<file path="src/design/frv_core_pkg.sv">
// Core-wide widths shared by the fetch unit
package frv_core_pkg;

    // Data and address width
    localparam int XLEN    = 32;

    // One halfword, the smallest instruction parcel
    localparam int HW_BITS = 16;

    // Halfwords that fit in a given number of bits
    function automatic int hw_count(input int bits);
        return bits / HW_BITS;
    endfunction

    // Counter width able to hold 0 up to hws halfwords
    function automatic int depth_bits(input int hws);
        return $clog2(hws + 1);
    endfunction

endpackage

</file>
<file path="src/design/frv_instr_pkg.sv">
// Instruction encodings seen by the fetch predecoder
package frv_instr_pkg;

    // One fetched instruction word, read either as RV32 or as RVC
    typedef union packed {
        struct packed {
            logic [6:0] funct7;
            logic [4:0] rs2;
            logic [4:0] rs1;
            logic [2:0] funct3;
            logic [4:0] rd;
            logic [6:0] opcode;     // Low two bits are 2'b11 here
        } rv32;
        struct packed {
            logic [15:0] upper;     // Next parcel, not part of the instruction
            logic [2:0]  funct3;
            logic [10:0] body;      // Register fields and immediates
            logic [1:0]  quadrant;
        } rvc;
    } instr_word_t;

    // Full size control flow opcodes
    localparam logic [6:0] OPC_BRANCH = 7'b110_0011;
    localparam logic [6:0] OPC_JAL    = 7'b110_1111;
    localparam logic [6:0] OPC_JALR   = 7'b110_0111;

    // Compressed quadrants
    localparam logic [1:0] C_Q1       = 2'b01;
    localparam logic [1:0] C_Q2       = 2'b10;

    // Quadrant 1 funct3 codes
    localparam logic [2:0] C_JAL      = 3'b001;
    localparam logic [2:0] C_J        = 3'b101;
    localparam logic [2:0] C_BEQZ     = 3'b110;
    localparam logic [2:0] C_BNEZ     = 3'b111;

    // Quadrant 2, c.jr and c.jalr when rs2 is zero
    localparam logic [2:0] C_JR_JALR  = 3'b100;

endpackage

</file>
<file path="src/design/frv_core_fetch.sv">
`timescale 1ns/1ps
module frv_core_fetch #(
    parameter int                            BWIDTH   = 80,   // 64, 80 or 96
    parameter logic [frv_core_pkg::XLEN-1:0] RESET_PC = '0
) (
    input  logic                          g_clk,
    input  logic                          g_resetn,
    input  logic                          cf_valid,
    input  logic [frv_core_pkg::XLEN-1:0] cf_target,
    output logic                          mem_req,
    output logic [frv_core_pkg::XLEN-1:0] mem_addr,
    input  logic                          mem_gnt,
    input  logic                          mem_rvalid,
    input  logic [frv_core_pkg::XLEN-1:0] mem_rdata,
    input  logic                          mem_err,
    output logic                          instr_valid,
    output logic [frv_core_pkg::XLEN-1:0] instr_data,
    output logic [frv_core_pkg::XLEN-1:0] instr_pc,
    output logic                          instr_size4,
    output logic                          instr_err,
    output logic                          instr_cf,
    input  logic                          instr_ready
);

    localparam int XL = frv_core_pkg::XLEN;

    // Controller to buffer
    logic          flush;
    logic [XL-1:0] flush_pc;
    logic          f_4byte;
    logic          f_2byte;
    logic          f_err;
    logic [XL-1:0] f_in;
    logic          f_ready;

    // Buffer to predecoder
    logic [XL-1:0] buf_out;
    logic          buf_out_4;
    logic          buf_err;
    logic          buf_valid;

    frv_fetch_ctrl #(
        .RESET_PC (RESET_PC)
    ) u_ctrl (
        .g_clk      (g_clk),
        .g_resetn   (g_resetn),
        .cf_valid   (cf_valid),
        .cf_target  (cf_target),
        .mem_req    (mem_req),
        .mem_addr   (mem_addr),
        .mem_gnt    (mem_gnt),
        .mem_rvalid (mem_rvalid),
        .mem_rdata  (mem_rdata),
        .mem_err    (mem_err),
        .f_ready    (f_ready),
        .flush      (flush),
        .flush_pc   (flush_pc),
        .f_4byte    (f_4byte),
        .f_2byte    (f_2byte),
        .f_err      (f_err),
        .f_in       (f_in)
    );

    frv_core_fetch_buffer #(
        .BWIDTH (BWIDTH)
    ) u_buffer (
        .g_clk     (g_clk),
        .g_resetn  (g_resetn),
        .flush     (flush),
        .f_4byte   (f_4byte),
        .f_2byte   (f_2byte),
        .f_err     (f_err),
        .f_in      (f_in),
        .f_ready   (f_ready),
        .buf_out   (buf_out),
        .buf_out_4 (buf_out_4),
        .buf_err   (buf_err),
        .buf_valid (buf_valid),
        .buf_ready (instr_ready)    // Same strobe eats from the buffer
    );

    frv_fetch_predecode #(
        .RESET_PC (RESET_PC)
    ) u_predecode (
        .g_clk       (g_clk),
        .g_resetn    (g_resetn),
        .flush       (flush),
        .flush_pc    (flush_pc),
        .buf_out     (buf_out),
        .buf_out_4   (buf_out_4),
        .buf_valid   (buf_valid),
        .buf_err     (buf_err),
        .instr_ready (instr_ready),
        .instr_valid (instr_valid),
        .instr_data  (instr_data),
        .instr_pc    (instr_pc),
        .instr_size4 (instr_size4),
        .instr_err   (instr_err),
        .instr_cf    (instr_cf)
    );

endmodule

</file>
<file path="src/design/frv_core_fetch_buffer.sv">
`timescale 1ns/1ps
module frv_core_fetch_buffer #(
    parameter int BWIDTH = 80
) (
    input  logic                          g_clk,
    input  logic                          g_resetn,
    input  logic                          flush,      // Drop all contents
    input  logic                          f_4byte,    // Whole word in
    input  logic                          f_2byte,    // Upper halfword of f_in only
    input  logic                          f_err,
    input  logic [frv_core_pkg::XLEN-1:0] f_in,
    output logic                          f_ready,
    output logic [frv_core_pkg::XLEN-1:0] buf_out,
    output logic                          buf_out_4,
    output logic                          buf_err,
    output logic                          buf_valid,
    input  logic                          buf_ready   // Consumer takes the shown instruction
);

    localparam int XL  = frv_core_pkg::XLEN;
    localparam int HW  = frv_core_pkg::HW_BITS;
    localparam int HWS = frv_core_pkg::hw_count(BWIDTH);    // Halfword slots
    localparam int DW  = frv_core_pkg::depth_bits(HWS);

    logic [BWIDTH-1:0] buffer;      // Slot 0 in the low bits
    logic [BWIDTH-1:0] n_buffer;
    logic [BWIDTH-1:0] buf_in;
    logic [BWIDTH-1:0] buf_keep;
    logic [HWS-1:0]    hw_err;      // One error bit per slot
    logic [HWS-1:0]    n_hw_err;
    logic [HWS-1:0]    err_in;
    logic [HWS-1:0]    err_keep;
    logic [DW-1:0]     bdepth;      // Valid halfwords
    logic [DW-1:0]     n_bdepth;
    logic [DW-1:0]     insert_at;
    logic [DW-1:0]     depth_add;
    logic [DW-1:0]     depth_sub;
    logic [XL-1:0]     word_in;
    logic              is_32;
    logic              buf_out_2;
    logic              eat_2;
    logic              eat_4;
    logic              update;

    assign buf_out   = buffer[XL-1:0];
    assign is_32     = buf_out[1:0] == 2'b11;              // Length from the low bits

    // Lowest instruction is complete
    assign buf_out_2 = !is_32 && (bdepth >= DW'(1));
    assign buf_out_4 = is_32 && (bdepth >= DW'(2));
    assign buf_valid = buf_out_2 || buf_out_4;
    assign buf_err   = buf_out_4 ? |hw_err[1:0] : hw_err[0];

    assign eat_2     = buf_out_2 && buf_ready;
    assign eat_4     = buf_out_4 && buf_ready;

    assign depth_add = DW'({f_4byte, f_2byte});            // 2 or 1 halfwords in
    assign depth_sub = DW'({eat_4, eat_2});                // 2 or 1 halfwords out
    assign insert_at = bdepth - depth_sub;                 // First free slot after eating
    assign n_bdepth  = insert_at + depth_add;

    // Two free slots left once this cycle settles
    assign f_ready   = n_bdepth <= DW'(HWS - 2);

    assign word_in   = f_2byte ? {{HW{1'b0}}, f_in[XL-1:HW]} :
                       f_4byte ? f_in                        :
                                 '0;

    // Slots above the insert point are cleared, so old data never leaks in
    assign buf_in    = BWIDTH'(word_in) << (HW * insert_at);
    assign buf_keep  = ~({BWIDTH{1'b1}} << (HW * insert_at));
    assign n_buffer  = ((buffer >> (HW * depth_sub)) & buf_keep) | buf_in;

    assign err_in    = HWS'({f_4byte && f_err, (f_4byte || f_2byte) && f_err}) << insert_at;
    assign err_keep  = ~({HWS{1'b1}} << insert_at);
    assign n_hw_err  = ((hw_err >> depth_sub) & err_keep) | err_in;

    assign update    = f_4byte || f_2byte || eat_2 || eat_4;

    always_ff @(posedge g_clk) begin
        if (g_resetn || flush) begin
            bdepth <= '0;
        end else if (update) begin
            bdepth <= n_bdepth;
        end
    end

    // Contents are only trusted below bdepth
    always_ff @(posedge g_clk) begin
        if (update) begin
            buffer <= n_buffer;
            hw_err <= n_hw_err;
        end
    end

endmodule

</file>
<file path="src/design/frv_fetch_ctrl.sv">
`timescale 1ns/1ps
module frv_fetch_ctrl #(
    parameter logic [frv_core_pkg::XLEN-1:0] RESET_PC = '0
) (
    input  logic                          g_clk,
    input  logic                          g_resetn,
    input  logic                          cf_valid,   // Redirect strobe
    input  logic [frv_core_pkg::XLEN-1:0] cf_target,  // Halfword aligned
    output logic                          mem_req,
    output logic [frv_core_pkg::XLEN-1:0] mem_addr,
    input  logic                          mem_gnt,
    input  logic                          mem_rvalid,
    input  logic [frv_core_pkg::XLEN-1:0] mem_rdata,
    input  logic                          mem_err,
    input  logic                          f_ready,    // Buffer has room for a word
    output logic                          flush,
    output logic [frv_core_pkg::XLEN-1:0] flush_pc,
    output logic                          f_4byte,
    output logic                          f_2byte,
    output logic                          f_err,
    output logic [frv_core_pkg::XLEN-1:0] f_in
);

    localparam int XL = frv_core_pkg::XLEN;

    logic [XL-1:0] fetch_addr;      // Word aligned
    logic          outstanding;     // One read granted, response pending
    logic          stale;           // Pending response belongs to a cancelled stream
    logic          half_start;      // First word after redirect enters at bit 16
    logic          fetch_en;        // Holds off requests in the first cycle out of reset
    logic          req_go;
    logic          rsp_in;
    logic          rsp_live;

    assign flush    = cf_valid;
    assign flush_pc = cf_target;

    // Request dropped in the redirect cycle so the address never moves under it
    assign mem_req  = fetch_en && f_ready && !outstanding && !cf_valid;
    assign mem_addr = fetch_addr;

    assign req_go   = mem_req && mem_gnt;
    assign rsp_in   = mem_rvalid && outstanding;
    assign rsp_live = rsp_in && !stale && !cf_valid;    // Response kept

    assign f_4byte  = rsp_live && !half_start;
    assign f_2byte  = rsp_live && half_start;           // Upper halfword only
    assign f_err    = mem_err;
    assign f_in     = mem_rdata;

    always_ff @(posedge g_clk) begin
        if (g_resetn) begin
            fetch_addr  <= {RESET_PC[XL-1:2], 2'b00};
            half_start  <= RESET_PC[1];
            outstanding <= 1'b0;
            stale       <= 1'b0;
            fetch_en    <= 1'b0;
        end else begin
            fetch_en <= 1'b1;

            if (req_go) begin
                outstanding <= 1'b1;
            end else if (rsp_in) begin
                outstanding <= 1'b0;
            end

            if (cf_valid) begin
                fetch_addr <= {cf_target[XL-1:2], 2'b00};
                half_start <= cf_target[1];
                // A response landing now is dropped here, later ones by stale
                stale      <= outstanding && !mem_rvalid;
            end else begin
                if (rsp_in) begin
                    stale <= 1'b0;
                end
                if (rsp_live) begin
                    fetch_addr <= fetch_addr + XL'(4);  // Next sequential word
                    half_start <= 1'b0;
                end
            end
        end
    end

endmodule

</file>
<file path="src/design/frv_fetch_predecode.sv">
`timescale 1ns/1ps
module frv_fetch_predecode #(
    parameter logic [frv_core_pkg::XLEN-1:0] RESET_PC = '0
) (
    input  logic                          g_clk,
    input  logic                          g_resetn,
    input  logic                          flush,
    input  logic [frv_core_pkg::XLEN-1:0] flush_pc,
    input  logic [frv_core_pkg::XLEN-1:0] buf_out,
    input  logic                          buf_out_4,
    input  logic                          buf_valid,
    input  logic                          buf_err,
    input  logic                          instr_ready,
    output logic                          instr_valid,
    output logic [frv_core_pkg::XLEN-1:0] instr_data,
    output logic [frv_core_pkg::XLEN-1:0] instr_pc,
    output logic                          instr_size4,
    output logic                          instr_err,
    output logic                          instr_cf     // Branch or jump
);

    localparam int XL = frv_core_pkg::XLEN;
    localparam int HW = frv_core_pkg::HW_BITS;

    frv_instr_pkg::instr_word_t iw;
    logic [XL-1:0]              pc;         // PC of the shown instruction
    logic                       cf_32;
    logic                       cf_q1;
    logic                       cf_q2;

    assign iw          = buf_out;
    assign instr_valid = buf_valid;
    assign instr_size4 = buf_out_4;
    assign instr_err   = buf_err;
    assign instr_pc    = pc;
    assign instr_data  = buf_out_4 ? buf_out : {{(XL-HW){1'b0}}, buf_out[HW-1:0]};

    // Conditional branches, jal and jalr
    assign cf_32 = (iw.rv32.opcode == frv_instr_pkg::OPC_BRANCH) ||
                   (iw.rv32.opcode == frv_instr_pkg::OPC_JAL)    ||
                   (iw.rv32.opcode == frv_instr_pkg::OPC_JALR);

    // c.j, c.jal, c.beqz, c.bnez
    assign cf_q1 = (iw.rvc.quadrant == frv_instr_pkg::C_Q1) &&
                   ((iw.rvc.funct3 == frv_instr_pkg::C_J)    ||
                    (iw.rvc.funct3 == frv_instr_pkg::C_JAL)  ||
                    (iw.rvc.funct3 == frv_instr_pkg::C_BEQZ) ||
                    (iw.rvc.funct3 == frv_instr_pkg::C_BNEZ));

    // c.jr and c.jalr, rs2 sits in body[4:0]
    assign cf_q2 = (iw.rvc.quadrant == frv_instr_pkg::C_Q2)      &&
                   (iw.rvc.funct3 == frv_instr_pkg::C_JR_JALR)   &&
                   (iw.rvc.body[4:0] == 5'd0);

    assign instr_cf = buf_out_4 ? cf_32 : (cf_q1 || cf_q2);

    always_ff @(posedge g_clk) begin
        if (g_resetn) begin
            pc <= RESET_PC;
        end else if (flush) begin
            pc <= flush_pc;                     // New stream starts at the target
        end else if (instr_valid && instr_ready) begin
            pc <= pc + (instr_size4 ? XL'(4) : XL'(2));
        end
    end

endmodule

</file>
<file path="config.mk">
export PLATFORM = sky130hd
export DESIGN_NAME = frv_core_fetch
export DESIGN_NICKNAME = d
export VERILOG_FILES = /design/src/design/frv_core_pkg.sv /design/src/design/frv_instr_pkg.sv /design/src/design/frv_core_fetch.sv /design/src/design/frv_core_fetch_buffer.sv /design/src/design/frv_fetch_ctrl.sv /design/src/design/frv_fetch_predecode.sv
export SDC_FILE = /design/constraint.sdc
export NUM_CORES = 1
export LEC_CHECK = 0
export ABC_AREA = 0
export ABC_CLOCK_PERIOD_IN_PS = 5020
export BUFFER_PORTS_ARGS = -buffer_cell sky130_fd_sc_hd__buf_4
export CORE_MARGIN = 1
export CORE_UTILIZATION = 60
export CTS_BUF_LIST = sky130_fd_sc_hd__clkbuf_8
export CTS_CLUSTER_DIAMETER = 150
export DETAILED_ROUTE_END_ITERATION = 10
export PLACE_DENSITY = 0.84
export REMOVE_ABC_BUFFERS = 1
export SYNTH_ARGS = -nofsm -noshare
export SYNTH_HDL_FRONTEND = slang
export SYNTH_HIERARCHICAL = 1
export SYNTH_SLANG_ARGS = --single-unit
export TNS_END_PERCENT = 5
</file>
<file path="constraint.sdc">
create_clock -name g_clk -period 5.02 [get_ports g_clk]
set_input_delay 0.251 -clock g_clk [delete_from_list [all_inputs] [get_ports g_clk]]
set_output_delay 0.251 -clock g_clk [all_outputs]
set_load 0.03 [all_outputs]
</file>
==> results.sh, run 1 <==
export IMPL_outcome="completed"
export IMPL_layout_nets=1261
export IMPL_fmax_mhz=250.2
export IMPL_portBuffers=169
export IMPL_synth_most_common_cell="buf_4"
export IMPL_firstDrtPassIters=7
export IMPL_nFillCells=1446
export IMPL_insertion_delay_ns=0.47
export IMPL_yosysUniqueCellTypes=86
export IMPL_cts_hold_buf=0
export IMPL_antenna_cells=0
export IMPL_ant_nets=0
export IMPL_drv_cap=0
export IMPL_worstPathMaxFanout=13
export IMPL_syn_area_um2=10950
export IMPL_critPathArrivalTime_ns=3.75
export IMPL_ys_flop_type="edfxtp_1"
export IMPL_seq_area_frac_synth_pct=35.92
export IMPL_track_usage_pct=31.46
export IMPL_worstSetupEndpoint="mem_req"
export IMPL_p_per_area_nw_per_um2=232.6
export IMPL_grt_pass1_vias=8870
export IMPL_chipWidth_um=137.1
export IMPL_dieArea_um2=18800
export IMPL_synth_area_per_cell_um2=9.273
export IMPL_gp_congestion=0.9212
export IMPL_hpwlAfterDp_mm=19.22
export IMPL_num_vias=9553
export IMPL_critical_path_top_delay_family="adder cells"
export IMPL_yosys_area_top_type="edfxtp_1"
export IMPL_synthCells=1181
export IMPL_holdWs_ns=0.02316
export IMPL_cts_sinks=154
export IMPL_row_count=49
export IMPL_hp_class="input pin to flop"
export IMPL_critical_path_startpoint="u_buffer/buffer[0]"
export IMPL_numCtsBuffers=17
export IMPL_ir_worst_vdd_mv=0.1695
export IMPL_setup_viol=0
export IMPL_worst_path_stages=8
export IMPL_r2r_end="u_buffer/hw_err[4]"
export IMPL_ys_ff_latch=154
export IMPL_synth_top_cells_by_area="edfxtp_1 23%, dfxtp_1 13%, buf_4 8.6%"
export IMPL_grt_pass1_wl_mm=46.22
export IMPL_power_total_w=0.002735
export IMPL_wl_per_cell_um=20.60
export IMPL_skew_ns=0.01472
export IMPL_finalCriticalPeriod_ns=3.996
export IMPL_crit_path_end_kind="primary output"
export IMPL_multi_input_area_um2=5648
export IMPL_path_buf_inv=1
export IMPL_slowest_stage="fa_1"
export IMPL_area_delta_synth_final_pct=7.369
export IMPL_max_slew_margin_rel_pct=21.62
export IMPL_critical_path_class="flop to primary output"
export IMPL_tightest_slew_ns=1.165
export IMPL_cellLeakagePower_nw=4.439
export IMPL_async_flop_share_pct=0
export IMPL_min_period_over_period_pct=79.61
export IMPL_coreArea_um2=17900
export IMPL_reg2reg_depth=6
export IMPL_wirelength_mm=29.35
export IMPL_drc_errors=0
export IMPL_worstReg2RegStart="u_buffer/buffer[0]"
export IMPL_cts_buffer_depth=2
export IMPL_antenna_found_initial=0
export IMPL_cp_common_cell="fa_1"
export IMPL_worstPathRequired_ns=4.77
export IMPL_cp_start_kind="flop"
export IMPL_finalHoldViolations=0
export IMPL_seq_area_um2=3934
export IMPL_post_cts_setup_buffers=0
export IMPL_tns_ns=0
export IMPL_grt_overflow_total=0
export IMPL_max_stage_delay_ns=0.63
export IMPL_cts_root_buf="clkbuf_8"
export IMPL_clkTransAtPathRegs_ns=0.08
export IMPL_yosys_top_cells_count="126 x buf_4, 91 x nor2_1, 85 x edfxtp_1"
export IMPL_initial_core_util_pct=61.18
export IMPL_die_y_um=137.1
export IMPL_pin_count=172
export IMPL_drv_slew=0
export IMPL_yosysTopAreaCellShare_pct=23.31
export IMPL_ys_warn_count=6
export IMPL_rrSetupSlack_ns=1.38
export IMPL_post_cts_resized=0
export IMPL_synth_edff_count=85
export IMPL_rsz0062_at_grt="false"
export IMPL_grt_max_degree=64
export IMPL_cts_tree="built"
export IMPL_drt_iter0_drc=1052
export IMPL_crit_chain="a21bo_2 -> or2_2 -> fa_1 -> fa_1 -> xnor2_1 -> nand2_1 -> nor3_1 -> buf_4"
export IMPL_cts_max_level=4
export IMPL_layout_drive_gt1_share_pct=25.84
export IMPL_avgViaCountPerCell=6.704
worst register-to-register path, delay by kind of cell (launching register included):
| family | cells | cell delay [ns] |
|---|---|---|
| AOI/OAI and AO/OA | 2 | 0.73 |
| adders and majority gates | 1 | 0.75 |
| DFF | 1 | 0.61 |
| muxes | 1 | 0.17 |
| and+or+nand+nor | 2 | 1.14 |
placed cells by master (no fill, tap or decap), types with 10 or more instances in the layout:
cell type	Yosys	layout
mux2i_1	55	55
xor2_1	22	22
or3_1	32	32
xnor2_1	16	16
mux2_2	44	44
and2_1	21	21
a311oi_1	12	12
nand3_1	18	18
dfxtp_1	69	69
a21oi_1	23	23
nor2_1	91	89
a22oi_1	16	16
o22ai_1	36	36
clkbuf_8	0	19
nor3_1	79	79
and4_1	12	12
a211oi_1	22	22
nor4_1	14	14
a211o_1	17	17
o21ai_0	13	13
nand2_1	74	74
buf_4	126	187
inv_1	21	22
nand4_1	27	27
edfxtp_1	85	85
a211oi_2	11	11
and3_1	10	10
routing by layer:
layer	global-route usage [%]	vias up	wire length, um
li1	-	4310	-
met1	41.16	4564	11480
met2	50.08	613	13880
met3	7.000	66	3257
met4	13.00	0	730
met5	0	-	0
power breakdown:
group          leakage [nW]  switching, W  internal, W  total [W]
Combinational          2.87      0.000204     0.000137   0.000341
Clock                 0.206      0.000499     0.000471   0.000970
Sequential             1.36     0.0000596      0.00136    0.00142
how the worst min path moves through the flow:
stage / startpoint / end / slack, ns / cells past startpoint
floorplan: g_resetn / u_predecode/instr_pc[17] / 0.32 / 1
global placement: u_ctrl/half_start / u_ctrl/half_start / 0.46 / 2
detailed placement: u_ctrl/half_start / u_ctrl/half_start / 0.47 / 2
CTS: cf_target[0] / u_predecode/instr_pc[0] / 0.006 / 3
global route: cf_target[1] / u_predecode/instr_pc[1] / 0.008 / 3
finish: cf_target[0] / u_predecode/instr_pc[0] / 0.02 / 3
registers in the layout, summed over array words and instances, names as in the netlist:
signal,count
u_predecode/instr_pc,32
u_ctrl/half_start,1
u_ctrl/mem_addr,30
u_buffer/hw_err,5
u_ctrl/outstanding,1
u_ctrl/fetch_en,1
u_ctrl/stale,1
u_buffer/bdepth,3
u_buffer/buffer,80
logic make-up after synthesis:
logic type	Yosys count	share of synthesized area [%]
simple gates	424	20.72
buf+inv	228	12.76
compound gates	221	15.77
flops	154	35.92
mux	108	10.75
xor+xnor	38	3.039
fa+ha+maj	7	1.005
other cells	1	0.03424
metrics by stage:
| step | cells | util (%) | setup WS (ns) | area [um2] |
|---|---|---|---|---|
| floorplan | 977 | - | -0.03189 | 9644 |
| global placement | 1393 | 63.45 | 1.524 | 11360 |
| detailed placement | 1393 | 63.45 | 1.449 | 11360 |
| CTS | 1425 | 65.68 | 1.012 | 11760 |
| global route | 1425 | 65.68 | 0.8396 | 11760 |
| finish | 1425 | 65.68 | 1.024 | 11760 |
cell type report:
type,instances,share of cell area (%)
tap,229,2.437
timing repair buffer,187,11.94
inverter,23,0.7342
clock buffer,19,2.224
clock inverter,13,1.181
multi-input combinational,800,48.03
sequential,154,33.45
(Power assumes the default switching activity.)
==> run 2, diff against run 1 <==
--- a/config.mk
+++ b/config.mk
@@ -6,14 +6,14 @@
 export NUM_CORES = 1
 export LEC_CHECK = 0
 export ABC_AREA = 0
-export ABC_CLOCK_PERIOD_IN_PS = 5020
+export ABC_CLOCK_PERIOD_IN_PS = 3300
 export BUFFER_PORTS_ARGS = -buffer_cell sky130_fd_sc_hd__buf_4
 export CORE_MARGIN = 1
-export CORE_UTILIZATION = 60
+export CORE_UTILIZATION = 54
 export CTS_BUF_LIST = sky130_fd_sc_hd__clkbuf_8
 export CTS_CLUSTER_DIAMETER = 150
 export DETAILED_ROUTE_END_ITERATION = 10
-export PLACE_DENSITY = 0.84
+export PLACE_DENSITY = 0.8
 export REMOVE_ABC_BUFFERS = 1
 export SYNTH_ARGS = -nofsm -noshare
 export SYNTH_HDL_FRONTEND = slang
==> constraint.sdc (replaced) <==
create_clock -name g_clk -period 3.3 [get_ports g_clk]
set_input_delay 0.165 -clock g_clk [delete_from_list [all_inputs] [get_ports g_clk]]
set_output_delay 0.165 -clock g_clk [all_outputs]
set_load 0.03 [all_outputs]
==> run 2 against run 1 <==
Against the previous run: power is 54% higher; global-route usage is 2.9 points lower; sequential share of layout area is 1.6 points lower; via count is 0.52% higher; non-clock buffer count is 50 higher; clock-buffer cell count is 2 lower; cell area is 4.9% higher; critical path depth stayed put; flip-flop and latch count stayed put; sequential power is 52% higher; clock power is 54% higher; die area is 11% higher.
==> results.sh, run 2 (synthesis gave the netlist of run 1 again) <==
export IMPL_outcome="completed"
export IMPL_cts_buffer_depth=2
export IMPL_critPathArrivalTime_ns=3.02
export IMPL_r2r_end="u_buffer/buffer[32]"
export IMPL_largest_register_ffs=80
export IMPL_numPlacedInstances=1444
export IMPL_ir_worst_vdd_mv=0.2431
export IMPL_track_usage_pct=28.57
export IMPL_regMostFlops="u_buffer/buffer"
export IMPL_fmax_mhz=313.9
export IMPL_rrSetupSlack_ns=0.14
export IMPL_chipWidth_um=144.4
export IMPL_worstPathRequired_ns=3.13
export IMPL_cp_start_kind="flop"
export IMPL_p_per_area_nw_per_um2=341.6
export IMPL_power_total_w=0.004214
export IMPL_layout_drive_gt1_share_pct=26.73
export IMPL_critical_path_class="flop to primary output"
export IMPL_cts_root_buf="clkbuf_8"
export IMPL_dieArea_um2=20850
export IMPL_reg2reg_depth=7
export IMPL_grt_overflow_total=0
export IMPL_layout_commonest_cell="buf_4"
export IMPL_cts_tree="built"
export IMPL_tightest_slew_ns=0.9059
export IMPL_coreArea_um2=19650
export IMPL_finalCriticalPeriod_ns=3.186
export IMPL_cts_sinks=154
export IMPL_cts_max_level=4
export IMPL_insertion_delay_ns=0.47
export IMPL_hp_class="input pin to flop"
export IMPL_firstDrtPassIters=5
export IMPL_num_vias=9603
export IMPL_worstHoldEndpoint="u_predecode/instr_pc[18]"
export IMPL_wl_per_cell_um=19.82
export IMPL_worstPathMaxFanout=6
export IMPL_gp_congestion=0.9063
export IMPL_row_count=51
export IMPL_crit_path_end_kind="primary output"
export IMPL_drt_iter0_drc=1028
export IMPL_numCtsBuffers=17
export IMPL_area_delta_synth_final_pct=12.65
export IMPL_clkTransAtPathRegs_ns=0.10
export IMPL_multi_input_area_um2=5675
export IMPL_skew_ns=0.01976
export IMPL_setup_ws_ns=0.1144
export IMPL_antenna_found_initial=0
export IMPL_ant_nets=0
export IMPL_drc_errors=0
export IMPL_setup_viol=0
export IMPL_seq_area_um2=3934
export IMPL_antenna_cells=0
export IMPL_hold_start="cf_target[18]"
export IMPL_worstReg2RegStart="u_buffer/buffer[1]"
export IMPL_nFillCells=1653
export IMPL_layout_common_cells="201 x buf_4, 89 x nor2_1, 85 x edfxtp_1"
export IMPL_finalHoldViolations=0
export IMPL_grt_pass1_wl_mm=46.54
export IMPL_min_period_over_period_pct=96.53
export IMPL_pre_cts_ws_ns=0.1436
export IMPL_layout_nets=1311
export IMPL_grt_pass1_vias=8921
export IMPL_cellLeakagePower_nw=4.676
export IMPL_wirelength_mm=29.95
export IMPL_hpwlAfterDp_mm=19.38
export IMPL_initial_core_util_pct=55.72
export IMPL_portBuffers=169
export IMPL_pin_count=172
export IMPL_final_core_util_pct=62.77
export IMPL_grt_max_degree=63
export IMPL_max_slew_margin_rel_pct=39.28
export IMPL_drv_cap=0
export IMPL_avgViaCountPerCell=6.355
export IMPL_final_cells=1511
export IMPL_die_y_um=144.4
export IMPL_holdWs_ns=0.01803
export IMPL_min_path_cells=3
export IMPL_drv_slew=0
run 2: changes by cell type in the layout (fill, tap and decap cells not counted), moves of 2 or more:
| cell | before | now |
|---|---|---|
| inv_6 | 2 | 5 |
| clkinv_4 | 2 | 4 |
| buf_4 | 187 | 201 |
| clkbuf_8 | 19 | 17 |
| inv_4 | 4 | 0 |
| fa_1 | 3 | 1 |
| fa_2 | 0 | 2 |
| xnor2_2 | 0 | 2 |
| xnor2_1 | 16 | 14 |
| dlygate4sd3_1 | 0 | 32 |
| buf_12 | 0 | 4 |
run 2: worst max-delay path by stage:
stage	from	to	slack (ns)	cells after the start
6_report	u_buffer/buffer[1]	mem_req	0.11	8
5_1_grt	u_buffer/buffer[0]	mem_req	-0.02	8
4_1_cts	u_buffer/buffer[0]	mem_req	0.005	8
3_5_place_dp	u_buffer/buffer[0]	u_buffer/buffer[32]	0.14	7
3_3_place_gp	u_buffer/buffer[0]	u_buffer/buffer[43]	0.32	7
2_1_floorplan	u_buffer/buffer[0]	u_buffer/hw_err[0]	-1.75	6
run 2: per-layer routing:
metal | share of wire [%] | track usage (%) | routed length [um]
met1 | 42 | 39.07 | 12620
met2 | 46 | 43.93 | 13690
met3 | 10 | 6.159 | 3036
met4 | 2.0 | 11.02 | 604
met5 | 0 | 0 | 0
run 2: power breakdown:
part / switching (W) / internal (W)
sequential: 0.0000887 / 0.00207
combinational: 0.000320 / 0.000240
clock: 0.000803 / 0.000689
run 2: cell type report:
type | instances | share of cell area (%)
multi-input cells | 800 | 46.00
flip-flops and latches | 154 | 31.89
repair buffers | 237 | 15.48
well taps | 265 | 2.688
clock buffers | 17 | 1.897
clock inverters | 15 | 1.349
inverters | 23 | 0.6998
run 2: worst max-delay path, cell delays in order, from the launching register on:
cell      delay, ns
edfxtp_1       0.41
a21bo_2        0.22
or2_2          0.31
fa_2           0.55
fa_2           0.39
xnor2_2        0.18
nand2_2        0.09
nor3_2         0.21
buf_4          0.20
run 2: repair_timing:
item,in CTS,in global routing
pin swaps,0,4
gates resized for setup,2,4
endpoints found under the setup margin,1,1
buffers inserted,0,3
hold endpoints to repair,48,0
hold buffers,32,0
run 2: metrics by stage:
step	instance area, um2	TNS, ns
3_3_place_gp	11570	0
3_5_place_dp	11570	0
4_1_cts	12290	0
6_report	12340	0
5_1_grt	12340	-0.02091
2_1_floorplan	9644	-145.67
==> run 3, diff against run 2 <==
--- a/config.mk
+++ b/config.mk
@@ -14,7 +14,6 @@
 export CTS_CLUSTER_DIAMETER = 150
 export DETAILED_ROUTE_END_ITERATION = 10
 export PLACE_DENSITY = 0.8
-export REMOVE_ABC_BUFFERS = 1
 export SYNTH_ARGS = -nofsm -noshare
 export SYNTH_HDL_FRONTEND = slang
 export SYNTH_HIERARCHICAL = 1
==> run 3 against run 2 <==
Against the previous run: routed wire length increased by 2.6%; via count increased by 0.94%; first-iteration DRC count is 12% lower; global-route usage is 0.75 points higher; non-clock buffer count shrank 5; sequential power about the same; largest cell class unchanged; critical path depth unchanged; flip-flop and latch count unchanged; power rose by 2.0%; clock skew grew 0.0059 ns; core utilization fell by 0.13 points; final cell count fell by 0.26%.
==> results.sh, run 3 (synthesis gave the netlist of run 1 again) <==
export IMPL_post_cts_setup_buffers=0
export IMPL_finalHoldViolations=0
export IMPL_cts_tree="built"
export IMPL_wl_per_cell_um=20.39
export IMPL_insertion_delay_ns=0.47
export IMPL_reg2reg_depth=7
export IMPL_worst_path_stages=8
export IMPL_coreArea_um2=19650
export IMPL_cts_max_level=4
export IMPL_critical_path_class="flop to primary output"
export IMPL_nFillCells=1644
export IMPL_path_buf_inv=1
export IMPL_chipWidth_um=144.4
export IMPL_firstDrtPassIters=5
export IMPL_use_met1_pct=36.30
export IMPL_hpwlAfterDp_mm=20.51
export IMPL_rrSetupSlack_ns=0.41
export IMPL_finalCriticalPeriod_ns=3.131
export IMPL_p_per_area_nw_per_um2=349.0
export IMPL_fmax_mhz=319.4
export IMPL_pin_count=172
export IMPL_min_path_cells=3
export IMPL_max_slew_margin_rel_pct=31.57
export IMPL_worstReg2RegStart="u_buffer/buffer[0]"
export IMPL_dieArea_um2=20850
export IMPL_outcome="completed"
export IMPL_r2r_end="u_buffer/hw_err[4]"
export IMPL_grt_pass1_wl_mm=47.43
export IMPL_ir_worst_vdd_mv=0.2614
export IMPL_grt_pass1_vias=9096
export IMPL_critical_path_top_delay_family="adder cells"
export IMPL_slowest_stage="fa_2"
export IMPL_power_total_w=0.004297
export IMPL_cts_buffer_depth=2
export IMPL_drt_iter0_drc=903
export IMPL_cp_start_kind="flop"
export IMPL_largest_register_ffs=80
export IMPL_worstHoldEndpoint="u_predecode/instr_pc[1]"
export IMPL_gp_congestion=0.9272
export IMPL_avgViaCountPerCell=6.432
export IMPL_use_met3_pct=5.960
export IMPL_busiest_layer="met2"
export IMPL_layout_common_cells="199 x buf_4, 89 x nor2_1, 85 x edfxtp_1"
export IMPL_drc_errors=0
export IMPL_holdWs_ns=0.01628
export IMPL_tightest_slew_ns=1.017
export IMPL_min_period_over_period_pct=94.87
export IMPL_setup_viol=0
export IMPL_portBuffers=169
export IMPL_cts_root_buf="clkbuf_8"
export IMPL_layout_drive_gt1_share_pct=26.43
export IMPL_cts_sinks=154
export IMPL_drv_cap=0
export IMPL_row_count=51
export IMPL_skew_ns=0.02563
export IMPL_layout_commonest_cell="buf_4"
export IMPL_track_usage_pct=29.32
export IMPL_max_stage_delay_ns=0.49
export IMPL_area_delta_synth_final_pct=12.42
export IMPL_worstPathRequired_ns=3.13
export IMPL_antenna_found_initial=1
export IMPL_regMostFlops="u_buffer/buffer"
export IMPL_met2_usage_pct=49.47
export IMPL_crit_chain="a21bo_2 -> or2_2 -> fa_2 -> fa_1 -> xnor2_1 -> nand2_1 -> nor3_4 -> buf_4"
export IMPL_worstPathMaxFanout=7
export IMPL_numPlacedInstances=1445
export IMPL_layout_nets=1306
export IMPL_grt_max_degree=63
export IMPL_initial_core_util_pct=55.72
export IMPL_ant_nets=0
export IMPL_critPathArrivalTime_ns=2.97
export IMPL_rsz0062_at_grt="false"
export IMPL_numCtsBuffers=17
export IMPL_final_cells=1507
export IMPL_drv_slew=0
export IMPL_grt_overflow_total=0
export IMPL_hp_class="input pin to flop"
export IMPL_wirelength_mm=30.72
export IMPL_cellLeakagePower_nw=4.665
export IMPL_hold_start="cf_valid"
export IMPL_crit_path_end_kind="primary output"
export IMPL_num_vias=9693
export IMPL_clkTransAtPathRegs_ns=0.10
export IMPL_die_y_um=144.4
## run 3: worst min-delay path: stages
cell and delay, ns:
buf_4 0.14, a21oi_1 0.07, nor2_1 0.07
## run 3: cell type report
type                       count  area, um2  area share (%)
sequential                   154       3934           31.95
multi-input combinational    800       5662           45.99
antenna                        1      2.502         0.02033
timing repair buffer         232       1864           15.14
inverter                      23      86.33          0.7012
clock inverter                15      197.7           1.606
tap                          265      331.6           2.693
clock buffer                  17      234.0           1.900
## run 3: per-stage QoR
step	setup slack [ns]	setup TNS, ns	cell area [um2]	util (%)
floorplan	-0.09156	-0.09156	10960	-
global placement	0.3585	0	11570	58.89
detailed placement	0.3823	0	11570	58.89
CTS	0.02801	0	12290	62.54
global route	0.02832	0	12310	62.64
finish	0.1693	0	12310	62.64
## run 3: report_power, final
group / switching, W / internal [W]
Clock: 0.000850 / 0.000719
Combinational: 0.000325 / 0.000238
Sequential: 0.0000908 / 0.00207
Total: 0.00127 / 0.00303
## run 3: repair_timing
action | CTS | global route
cloned | 0 | 0
endpoints found under the hold margin | 37 | 1
resized for setup | 1 | 2
setup endpoints to repair | 1 | 1
hold buffers | 28 | 1
## run 3: metal layers
metal | part of all wire [%] | up-vias
li1 | - | 4408
met1 | 38 | 4615
met2 | 49 | 599
met3 | 9.6 | 71
met4 | 3.1 | 0
met5 | 0 | -
## run 3: worst max-delay path by stage
stage | start | to | slack (ns)
final | u_buffer/buffer[0] | mem_req | 0.17
after global routing | u_buffer/buffer[0] | mem_req | 0.03
after CTS | u_buffer/buffer[1] | mem_req | 0.03
after detailed placement | u_buffer/buffer[1] | u_buffer/hw_err[4] | 0.38
after global placement | instr_ready | mem_req | 0.36
after floorplan | u_buffer/buffer[0] | u_ctrl/outstanding | -0.09
